`src/logic/isa_pkg.sv`:
```
// instruction-set constants for the RV64I decode stage
// field widths, major opcode enum, funct3 add code
// R-type instruction word layout
package isa_pkg;

    // word and field widths
    localparam int INST_W    = 32;
    localparam int REG_IDX_W = 5;
    localparam int OPCODE_W  = 7;
    localparam int FUNCT3_W  = 3;
    localparam int FUNCT7_W  = 7;

    // major opcodes, bits 6:0 of the word
    // low two bits are always 11 for 32-bit encodings
    typedef enum logic [OPCODE_W-1:0] {
        // loads and fences
        OP_LOAD     = 7'b000_0011,
        OP_MISC_MEM = 7'b000_1111,

        // integer register-immediate
        OP_OP_IMM   = 7'b001_0011,
        OP_AUIPC    = 7'b001_0111,
        OP_IMM_32   = 7'b001_1011,

        // stores and register-register
        OP_STORE    = 7'b010_0011,
        OP_OP       = 7'b011_0011,
        OP_LUI      = 7'b011_0111,
        OP_OP_32    = 7'b011_1011,

        // control transfer
        OP_BRANCH   = 7'b110_0011,
        OP_JALR     = 7'b110_0111,
        OP_JAL      = 7'b110_1111,

        // ecall, ebreak, csr access
        OP_SYSTEM   = 7'b111_0011
    } opcode_e;

    // funct3 of add/sub
    // ALU falls back to this when it only forms a sum or an address
    localparam logic [FUNCT3_W-1:0] F3_ADD_SUB = 3'b000;

    // R-type view of the word, msb first
    // other formats reuse the same bit positions
    typedef struct packed {
        logic [FUNCT7_W-1:0]  funct7;
        logic [REG_IDX_W-1:0] rs2;
        logic [REG_IDX_W-1:0] rs1;
        logic [FUNCT3_W-1:0]  funct3;
        logic [REG_IDX_W-1:0] rd;
        logic [OPCODE_W-1:0]  opcode;
    } inst_t;

endpackage

```
`src/logic/decode_pkg.sv`:
```
// decode-side types
// immediate format enum, control record, decoded output record
package decode_pkg;

    import isa_pkg::*;

    // imm field width of the output record, independent of XLEN
    localparam int DEC_IMM_W = 64;

    // immediate layouts, none for register-only ops
    typedef enum logic [2:0] {
        IMM_NONE = 3'd0,
        IMM_I    = 3'd1,
        IMM_S    = 3'd2,
        IMM_B    = 3'd3,
        IMM_U    = 3'd4,
        IMM_J    = 3'd5
    } imm_fmt_e;

    // control half of a decode, opcode only
    typedef struct packed {
        imm_fmt_e imm_fmt;
        logic     en_rs1;
        logic     en_rs2;
        logic     en_rd;
        logic     force_rs1_zero;   // rs1 read as x0
        logic     force_add;        // funct3 add, funct7 zero
        logic     use_imm_alu;      // ALU operand b is imm
        logic     keep_pc_plus_imm; // result taken from pc adder
        logic     illegal;
    } ctrl_t;

    // record handed to the next stage
    typedef struct packed {
        logic [DEC_IMM_W-1:0] imm;
        logic [REG_IDX_W-1:0] rs1;
        logic [REG_IDX_W-1:0] rs2;
        logic [REG_IDX_W-1:0] rd;
        logic                 en_rs1;
        logic                 en_rs2;
        logic                 en_rd;
        logic [OPCODE_W-1:0]  op;
        logic [FUNCT3_W-1:0]  funct3;
        logic [FUNCT7_W-1:0]  funct7;
        logic                 use_imm_alu;
        logic                 keep_pc_plus_imm;
        logic                 illegal;
    } dec_out_t;

endpackage

```
`src/logic/ctrl_decode.sv`:
```
// opcode decoder
// opcode to immediate format, register enables, ALU overrides and flags
// unknown opcodes come out flagged illegal
module ctrl_decode
    import isa_pkg::*, decode_pkg::*;
#(
    parameter int XLEN = 64
) (
    input  opcode_e opcode,
    output ctrl_t   ctrl
);

    // word ops only exist on a 64-bit datapath
    localparam bit HAS_WORD_OPS = (XLEN > 32);

    always_comb begin
        // all enables and flags low unless an opcode sets them
        ctrl         = '0;
        ctrl.imm_fmt = IMM_NONE;

        case (opcode)
            // upper immediates as x0 + imm in the ALU
            OP_LUI: begin
                ctrl.imm_fmt        = IMM_U;
                {ctrl.en_rs1, ctrl.en_rs2, ctrl.en_rd} = 3'b001;
                ctrl.use_imm_alu    = 1'b1;
                ctrl.force_rs1_zero = 1'b1;
                ctrl.force_add      = 1'b1;
            end
            OP_AUIPC: begin
                // rs1 left alone and pc adder supplies the result
                ctrl.imm_fmt          = IMM_U;
                {ctrl.en_rs1, ctrl.en_rs2, ctrl.en_rd} = 3'b001;
                ctrl.use_imm_alu      = 1'b1;
                ctrl.force_add        = 1'b1;
                ctrl.keep_pc_plus_imm = 1'b1;
            end

            // jumps
            OP_JAL: begin
                // only the return address is written
                ctrl.imm_fmt        = IMM_J;
                {ctrl.en_rs1, ctrl.en_rs2, ctrl.en_rd} = 3'b001;
                ctrl.use_imm_alu    = 1'b1;
                ctrl.force_rs1_zero = 1'b1;
                ctrl.force_add      = 1'b1;
            end
            OP_JALR: begin
                // target is rs1 + imm
                ctrl.imm_fmt     = IMM_I;
                {ctrl.en_rs1, ctrl.en_rs2, ctrl.en_rd} = 3'b101;
                ctrl.use_imm_alu = 1'b1;
                ctrl.force_add   = 1'b1;
            end

            // rs1 compared with rs2 under funct3
            OP_BRANCH: begin
                ctrl.imm_fmt = IMM_B;
                {ctrl.en_rs1, ctrl.en_rs2, ctrl.en_rd} = 3'b110;
            end

            // memory ops with the ALU forming the address
            OP_LOAD: begin
                ctrl.imm_fmt     = IMM_I;
                {ctrl.en_rs1, ctrl.en_rs2, ctrl.en_rd} = 3'b101;
                ctrl.use_imm_alu = 1'b1;
                ctrl.force_add   = 1'b1;
            end
            OP_STORE: begin
                // rs2 is the store data
                ctrl.imm_fmt     = IMM_S;
                {ctrl.en_rs1, ctrl.en_rs2, ctrl.en_rd} = 3'b110;
                ctrl.use_imm_alu = 1'b1;
                ctrl.force_add   = 1'b1;
            end

            // arithmetic with ALU codes passed through
            OP_OP_IMM: begin
                ctrl.imm_fmt     = IMM_I;
                {ctrl.en_rs1, ctrl.en_rs2, ctrl.en_rd} = 3'b101;
                ctrl.use_imm_alu = 1'b1;
            end
            OP_IMM_32: begin
                if (HAS_WORD_OPS) begin
                    ctrl.imm_fmt     = IMM_I;
                    {ctrl.en_rs1, ctrl.en_rs2, ctrl.en_rd} = 3'b101;
                    ctrl.use_imm_alu = 1'b1;
                end else begin
                    ctrl.illegal = 1'b1;
                end
            end
            OP_OP: begin
                {ctrl.en_rs1, ctrl.en_rs2, ctrl.en_rd} = 3'b111;
            end
            OP_OP_32: begin
                if (HAS_WORD_OPS) begin
                    {ctrl.en_rs1, ctrl.en_rs2, ctrl.en_rd} = 3'b111;
                end else begin
                    ctrl.illegal = 1'b1;
                end
            end

            // fence and system decode to no enables and no imm
            OP_MISC_MEM, OP_SYSTEM: begin
                ctrl.imm_fmt = IMM_NONE;
            end

            // unknown opcode reported downstream
            default: begin
                ctrl.illegal = 1'b1;
            end
        endcase
    end

endmodule

```
`src/logic/decode_stage.sv`:
```
// registered decode stage
// ctrl_decode and imm_gen, override logic, output register
module decode_stage
    import isa_pkg::*, decode_pkg::*;
#(
    parameter int XLEN = 64
) (
    input  logic     clk,
    input  logic     rst,
    input  logic     in_valid,
    input  inst_t    inst,
    output logic     out_valid,
    output dec_out_t dec
);

    opcode_e         opcode;
    ctrl_t           ctrl;
    logic [XLEN-1:0] imm;
    dec_out_t        dec_nxt;

    // raw opcode bits, unknown values included
    assign opcode = opcode_e'(inst.opcode);

    ctrl_decode #(
        .XLEN (XLEN)
    ) u_ctrl_decode (
        .opcode (opcode),
        .ctrl   (ctrl)
    );

    imm_gen #(
        .XLEN (XLEN)
    ) u_imm_gen (
        .inst (inst),
        .fmt  (ctrl.imm_fmt),
        .imm  (imm)
    );

    // assemble record, overrides as ctrl asks
    always_comb begin
        // widen to the record width, sign kept
        dec_nxt.imm = DEC_IMM_W'($signed(imm));

        dec_nxt.rs1 = ctrl.force_rs1_zero ? '0 : inst.rs1;
        dec_nxt.rs2 = inst.rs2;
        dec_nxt.rd  = inst.rd;

        dec_nxt.en_rs1 = ctrl.en_rs1;
        dec_nxt.en_rs2 = ctrl.en_rs2;
        dec_nxt.en_rd  = ctrl.en_rd;

        // ALU codes, add forced for address and upper-imm ops
        dec_nxt.op     = inst.opcode;
        dec_nxt.funct3 = ctrl.force_add ? F3_ADD_SUB : inst.funct3;
        dec_nxt.funct7 = ctrl.force_add ? '0 : inst.funct7;

        dec_nxt.use_imm_alu      = ctrl.use_imm_alu;
        dec_nxt.keep_pc_plus_imm = ctrl.keep_pc_plus_imm;
        dec_nxt.illegal          = ctrl.illegal;
    end

    // one-cycle pipe, record held between strobes
    always_ff @(posedge clk) begin
        if (rst) begin
            out_valid <= 1'b0;
            dec       <= '0;
        end else begin
            out_valid <= in_valid;
            if (in_valid) begin
                dec <= dec_nxt;
            end
        end
    end

    // every strobe reappears exactly one edge later
    a_valid_latency: assert property (@(posedge clk) disable iff (rst)
        !$past(rst) |-> (out_valid == $past(in_valid)));

    // illegal ops must never reach hazard or writeback logic
    a_illegal_no_regs: assert property (@(posedge clk) disable iff (rst)
        (out_valid && dec.illegal) |-> !(dec.en_rs1 || dec.en_rs2 || dec.en_rd));

endmodule

```
`src/logic/imm_gen.sv`:
```
// immediate generator
// unscrambles I, S, B, U and J immediates and sign-extends to XLEN
module imm_gen
    import isa_pkg::*, decode_pkg::*;
#(
    parameter int XLEN = 64
) (
    input  inst_t          inst,
    input  imm_fmt_e       fmt,
    output logic [XLEN-1:0] imm
);

    logic [INST_W-1:0] w;     // raw word, format-free bit access
    logic              sgn;   // sign always sits in bit 31
    logic [31:0]       imm32;

    assign w   = inst;
    assign sgn = w[31];

    // build 32-bit form first, widen once below
    always_comb begin
        case (fmt)
            // 12 bits straight from the top
            IMM_I: imm32 = {{20{sgn}}, w[31:20]};

            // split around rd position
            IMM_S: imm32 = {{20{sgn}}, w[31:25], w[11:7]};

            // 13-bit halfword offset
            IMM_B: imm32 = {{19{sgn}}, w[31], w[7], w[30:25], w[11:8], 1'b0};

            // upper 20, low 12 zero
            IMM_U: imm32 = {w[31:12], 12'b0};

            // 21-bit halfword offset
            IMM_J: imm32 = {{11{sgn}}, w[31], w[19:12], w[20], w[30:21], 1'b0};

            default: imm32 = '0;
        endcase
    end

    // signed size cast replicates bit 31 up to XLEN
    assign imm = XLEN'($signed(imm32));

    // branch and jump targets stay halfword aligned
    always_comb begin
        if (fmt == IMM_B || fmt == IMM_J) begin
            assert (imm[0] == 1'b0)
                else $error("imm_gen: odd offset for format %s", fmt.name());
        end
    end

endmodule

```
`config.mk`:
```
export PLATFORM = sky130hd
export DESIGN_NAME = decode_stage
export DESIGN_NICKNAME = d
export VERILOG_FILES = /design/src/logic/isa_pkg.sv /design/src/logic/decode_pkg.sv /design/src/logic/ctrl_decode.sv /design/src/logic/decode_stage.sv /design/src/logic/imm_gen.sv
export SDC_FILE = /design/constraint.sdc
export NUM_CORES = 1
export LEC_CHECK = 0
export ABC_AREA = 1
export BUFFER_PORTS_ARGS = -buffer_cell sky130_fd_sc_hd__buf_2
export CORE_ASPECT_RATIO = 0.75
export CORE_MARGIN = 1
export CORE_UTILIZATION = 30
export DETAILED_ROUTE_END_ITERATION = 16
export SYNTH_ARGS = -nofsm -noshare
export SYNTH_HDL_FRONTEND = slang
export SYNTH_SLANG_ARGS = --single-unit
```
`constraint.sdc`:
```
create_clock -name clk -period 1.5 [get_ports clk]
set_input_delay 0.075 -clock clk [delete_from_list [all_inputs] [get_ports clk]]
set_output_delay 0.075 -clock clk [all_outputs]
set_load 0.01 [all_outputs]
```
==> results.py, run 1 <==
metrics = {
    "global_route": {
        "busiest_layer": "met2",
        "track_usage": 0.181,
        "grt.met2_usage": 0.261,
        "globalRouteOverflowTotal": 0,
        "grt_use_met3": 0.0537,
        "grt_start_max_net_pins": 83,
        "met1_usage": 0.257,
        "antenna_found_initial": 0,
        "first_global_vias": 3401,
        "grt_pass1_wl_um": 17600,
    },
    "die": {
        "pin_count": 138,
        "die_h_um": 97.9,
        "core_um2": 11800,
        "die_width_um": 130,
        "rows": 34,
        "die_area_um2": 12700,
        "start_util": 0.312,
    },
    "min_path": {
        "hp-start": "inst[0]",
        "hold_path_depth": 3,
        "hold_end": "dec[13]",
        "min_path_type": "in -> reg",
    },
    "critical_path": {
        "arrival_ns": 1.13,
        "r2r_end": "dec[58]",
        "worst_setup_path_end_kind": "output pin",
        "rrSetupSlack_ns": 0.82,
        "crit_fanout": 33,
        "cp-start-kind": "flip-flop",
        "cp_cell_sequence": "buf_4 > buf_2",
        "r2r-start": "dec[58]",
        "reg2regPathDepth": 2,
        "worst_ep_required_time_ns": 1.42,
        "critPathSlowestCell": "dfxtp_1",
        "crit_type": "reg -> out",
        "max_stage_delay_ns": 0.36,
    },
    "outcome": {
        "status": "finished, final reports clean",
    },
    "yosys": {
        "synth_nets": 569,
        "avgSynthCellArea_um2": 6.88,
        "synthesis.area_um2": 3680,
        "ys_warn_count": 0,
        "synth_top_family_by_area": "simple AND/OR/NAND/NOR gates",
        "synth_seq_cells": 71,
        "syn_inst": 534,
        "synth_compound_area_frac": 0.150,
        "synthXorXnorAreaFrac": 0,
        "ys_seq_area_frac": 0.387,
        "synthDistinctLibCells": 26,
        "yosys.area_share.simple": 0.318,
        "synthAdderAreaFrac": 0,
        "muxShareOfSynthArea": 0,
    },
    "timing": {
        "worst_slack_ns": 0.294,
        "finClkSkew_ns": 0,
        "slew_viol_final": 0,
        "worst_slew_pin_slew_ns": 0.368,
        "hold_violations": 0,
        "setup_viol": 0,
        "clock.fmax_mhz": 829,
        "rsz0062_at_grt": "no",
        "fin_crit_sh": 0.804,
        "maxSlewHeadroom": 0.754,
        "period_needed_ns": 1.21,
    },
    "cts": {
        "root_buffer": "clkbuf_16",
        "clk_path_buf_depth": 2,
        "cts_num_sinks": 71,
        "cts_made_buffers": 9,
        "cts_tree": "built",
        "clock_latency_ns": 0.33,
        "path_clk_slew_ns": 0.06,
        "htreeDepth": 3,
        "cts_resized": 0,
    },
    "cells_and_area": {
        "fin_nets": 665,
        "drive_gt1_frac": 0.318,
        "area_growth_syn_to_layout_pct": 25.2,
        "diodes": 0,
    },
    "run": {
        "drv_cap": 0,
    },
    "drt": {
        "drt-initial-drc-count": 172,
        "postRouteAntennaNets": 0,
        "vias_per_cell": 4.72,
        "finalWirelength_um": 11000,
        "wl_per_cell_um": 13.8,
        "route.detailed.drc": 0,
        "vias": 3761,
        "first_pass_iters": 5,
    },
    "power_and_ir_drop": {
        "vdd.ir_drop.worst_mv": 0.589,
        "power.density_nw_per_um2": 1060,
        "p_total_mw": 4.86,
        "p_leak_nw": 2.45,
    },
    "place": {
        "post-dp-hpwl_um": 7890,
        "portBuffers": 137,
        "routabilityCongestion": 0.838,
        "pre_cts_ws_ns": -0.00188,
    },
}
## cell type report
cell class / count / area [µm²]
clock buffers: 11 / 243
inverters: 31 / 116
flip-flops and latches: 71 / 1420
fillers: 1281 / 7180
repair buffers: 149 / 816
clock inverters: 5 / 81.3
multi-input cells: 368 / 1720
well taps: 162 / 203
## synth_stat cells
| master | n | area share |
|---|---|---|
| a21oi_1 | 40 | 0.054 |
| a21oi_2 | 20 | 0.048 |
| a31oi_1 | 2 | 0.0034 |
| buf_1 | 1 | 0.0010 |
| buf_2 | 7 | 0.0095 |
| buf_4 | 36 | 0.074 |
| buf_6 | 3 | 0.0092 |
| clkbuf_1 | 16 | 0.016 |
| clkbuf_8 | 1 | 0.0037 |
| clkinv_1 | 1 | 0.0010 |
| dfxtp_1 | 71 | 0.39 |
| inv_1 | 26 | 0.027 |
| inv_2 | 4 | 0.0041 |
| nand2_1 | 167 | 0.17 |
| nand2_2 | 4 | 0.0068 |
| nand2_4 | 3 | 0.0092 |
| nand3_1 | 37 | 0.050 |
| nand3_2 | 3 | 0.0082 |
| nand3_4 | 1 | 0.0048 |
| nand4_1 | 3 | 0.0051 |
| nor2_1 | 51 | 0.052 |
| nor2_2 | 2 | 0.0034 |
| nor2_4 | 1 | 0.0031 |
| nor3_4 | 1 | 0.0044 |
| o21ai_0 | 31 | 0.042 |
| o21ai_1 | 2 | 0.0027 |
## through the flow
| stage | area, µm² | TNS [ns] | util | std cells | hold slack [ns] |
|---|---|---|---|---|---|
| after floorplan | 3680 | 0 | - | 534 | 0.207 |
| final | 4600 | 0 | 0.391 | 797 | 0.00449 |
| after global routing | 4600 | 0 | 0.391 | 797 | 0.00962 |
| after global placement | 4270 | -0.0734 | 0.362 | 780 | 0.330 |
| after CTS | 4600 | 0 | 0.391 | 797 | 0.00133 |
| after detailed placement | 4270 | -0.00188 | 0.362 | 780 | 0.338 |
## routing by layer
metal  vias to the layer above  wire length, µm
li1                       1861                -
met1                      1735             5340
met2                       150             4550
met3                        15              889
met4                         0              184
met5                         -                0
## worst max path at each step
stage,start,end,cells past startpoint
CTS,dec[69],dec[99],2
detailed placement,inst[1],dec[2],9
global placement,inst[1],dec[3],8
global route,dec[69],dec[95],2
floorplan,dec[69],dec[100],1
finish,dec[69],dec[99],2
## sequential cells by signal, summed over array words and instances, names as in the netlist
signal,flops
dec,70
out_valid,1
## cell usage in the layout, fill, tap and decap left out
master         count
nand2_1          167
clkinv_1           1
clkinv_2           1
clkinv_4           1
inv_2              4
dfxtp_1           71
nor2_1            51
a21oi_1           40
dlygate4sd3_1      1
clkbuf_16          9
clkbuf_8           1
nor2_4             1
nand4_1            3
nand2_4            3
a21oi_2           20
buf_4              8
nor3_4             1
inv_1             26
nand3_2            3
nand3_1           37
o21ai_0           31
buf_2            137
nor2_2             2
nand2_2            4
nand3_4            1
clkbuf_1           1
a31oi_1            2
bufinv_16          2
buf_12             3
clkinvlp_4         1
o21ai_1            2
## cell families after synthesis
group / Yosys count
compound gates: 95
buf+inv: 95
simple gates: 273
flops: 71
## worst max-delay path: cells and delay by family, from the launching register on
kind | cells | cell delay [ns]
buffers and inverters | 2 | 0.43
flip-flops | 1 | 0.36
## what timing repair did
item	in CTS	in global routing
buffers inserted	0	0
hold buffers	1	0
endpoints found under the hold margin	1	0
## report_power, final
part	total, mW	internal, mW	switching, mW
Sequential	2.00	1.96	0.0359
Combinational	0.532	0.186	0.346
Clock	2.33	1.50	0.829
Total	4.86	3.65	1.21
No activity file was read; power rests on OpenSTA's default activity.
==> inputs of run 2 (changes only) <==
==> constraint.sdc (replaced) <==
create_clock -name clk -period 1.2 [get_ports clk]
set_input_delay 0.06 -clock clk [delete_from_list [all_inputs] [get_ports clk]]
set_output_delay 0.06 -clock clk [all_outputs]
set_load 0.01 [all_outputs]
==> run 2 against run 1 <==
  * Non-clock buffer count increased by 31
  * Worst setup slack worse by 0.16 ns
  * Critical endpoint is now dec[3]
  * Clock skew unchanged
  * Routed wire length is 3.3% higher
  * Highest routed layer unchanged
  * Utilization rose by 2.3 points
  * Largest cell class unchanged
  * Clock-buffer cell count fell by 1
  * Design area grew 6.0%
==> results.py, run 2 (synthesis gave the netlist of run 1 again) <==
metrics = {
    "outcome": {
        "status": "finished, final reports clean",
    },
    "critical_path": {
        "cp-start-kind": "input pin",
        "crit_type": "in -> reg",
        "crit_fanout": 7,
        "worst_setup_path_end_kind": "flip-flop",
        "arrival_ns": 1.28,
        "worst_ep_required_time_ns": 1.42,
    },
    "global_route": {
        "grt_pass1_wl_um": 18200,
        "grt_start_max_net_pins": 53,
        "track_usage": 0.187,
        "first_global_vias": 3533,
        "antenna_found_initial": 0,
        "globalRouteOverflowTotal": 0,
    },
    "place": {
        "post-dp-hpwl_um": 8360,
        "pre_cts_ws_ns": -0.190,
        "portBuffers": 137,
        "routabilityCongestion": 0.830,
    },
    "run": {
        "drv_cap": 0,
    },
    "cts": {
        "path_clk_slew_ns": 0.06,
        "clock_latency_ns": 0.33,
        "htreeDepth": 3,
        "cts_made_buffers": 9,
        "cts_tree": "built",
        "root_buffer": "clkbuf_16",
        "clk_path_buf_depth": 2,
        "cts_num_sinks": 71,
        "post-cts-setup-buffer-count": 0,
    },
    "die": {
        "rows": 34,
        "start_util": 0.312,
        "core_um2": 11800,
        "die_area_um2": 12700,
        "die_h_um": 97.9,
        "die_width_um": 130,
        "pin_count": 138,
    },
    "cells_and_area": {
        "largest_reg_flops": 70,
        "final_core_util": 0.414,
        "fin_nets": 696,
        "final_common_cell": "nand2_1",
        "diodes": 0,
        "most-common-layout-cells": "nand2_1, buf_2, dfxtp_1",
        "area_growth_syn_to_layout_pct": 32.7,
        "biggestRegsByFlops": "dec (70), out_valid (1)",
        "largest_register": "dec",
        "drive_gt1_frac": 0.342,
    },
    "drt": {
        "postRouteAntennaNets": 0,
        "vias": 3820,
        "drt-initial-drc-count": 243,
        "first_pass_iters": 4,
        "vias_per_cell": 4.61,
        "wl_per_cell_um": 13.7,
        "route.detailed.drc": 0,
        "finalWirelength_um": 11300,
    },
    "timing": {
        "rsz0062_at_grt": "no",
        "worst_slack_ns": 0.136,
        "setup_viol": 0,
        "finClkSkew_ns": 0,
        "period_needed_ns": 1.06,
        "slew_viol_final": 0,
        "worst_slew_pin_slew_ns": 0.343,
        "fin_crit_sh": 0.887,
        "hold_violations": 0,
        "maxSlewHeadroom": 0.771,
        "clock.fmax_mhz": 940,
    },
    "min_path": {
        "min_path_type": "in -> reg",
    },
    "power_and_ir_drop": {
        "p_leak_nw": 2.60,
        "vdd.ir_drop.worst_mv": 0.603,
        "power.density_nw_per_um2": 1260,
    },
}
-- run 2: cell count changes in the layout (fill, tap and decap cells not counted), sizes merged --
cell	delta
buf	+24
clkbuf	-1
clkinvlp	-1
clkinv	+2
dlygate4sd3	+7
-- run 2: critical path: stages --
cell and delay (ns):
buf_2 0.09, nand2_2 0.10, nor2_1 0.27, nand2_1 0.23, nand2_2 0.15, nor3_4 0.05
buf_4 0.16, nand2_1 0.09, a21oi_1 0.06
-- run 2: power by group --
group / internal, mW / switching [mW] / leakage (nW)
Clock: 1.87 / 1.03 / 0.162
Combinational: 0.278 / 0.446 / 1.86
Sequential: 2.45 / 0.0455 / 0.582
Total: 4.60 / 1.53 / 2.60
-- run 2: stage by stage --
step	hold slack, ns	power (mW)	TNS [ns]	cells	instance area [µm²]
6_report	0.00985	6.13	0	828	4880
5_1_grt	0.0180	6.41	0	828	4880
4_1_cts	0.00348	6.21	0	828	4870
3_5_place_dp	0.322	3.25	-6.39	804	4460
3_3_place_gp	0.315	3.24	-5.21	804	4460
2_1_floorplan	0.192	2.93	0	534	3680
-- run 2: worst paths after layout --
kind	end	startpoint	cells after the start	slack, ns
max	dec[3]	inst[1]	9	0.14
min	dec[23]	inst[7]	3	0.01
max reg2reg	dec[61]	dec[61]	2	0.53
min reg2reg	dec[9]	dec[9]	2	0.46
-- run 2: area by class of cell --
class / instances / area, µm²
repair buffers: 180 / 1090
fillers: 1221 / 6910
multi-input cells: 368 / 1720
well taps: 162 / 203
clock buffers: 10 / 239
flip-flops and latches: 71 / 1420
clock inverters: 6 / 83.8
inverters: 31 / 116
-- run 2: repair_timing --
action | in CTS | in global routing
hold endpoints to repair | 8 | 0
hold buffers | 8 | 0
resized for setup | 1 | 3
endpoints found under the setup margin | 33 | 33
-- run 2: layer usage --
layer	part of all wire	up-vias	GRT usage
li1	-	1920	-
met1	0.49	1740	0.255
met2	0.43	147	0.291
met3	0.069	13	0.0504
met4	0.0092	0	0.0465
met5	0	-	0
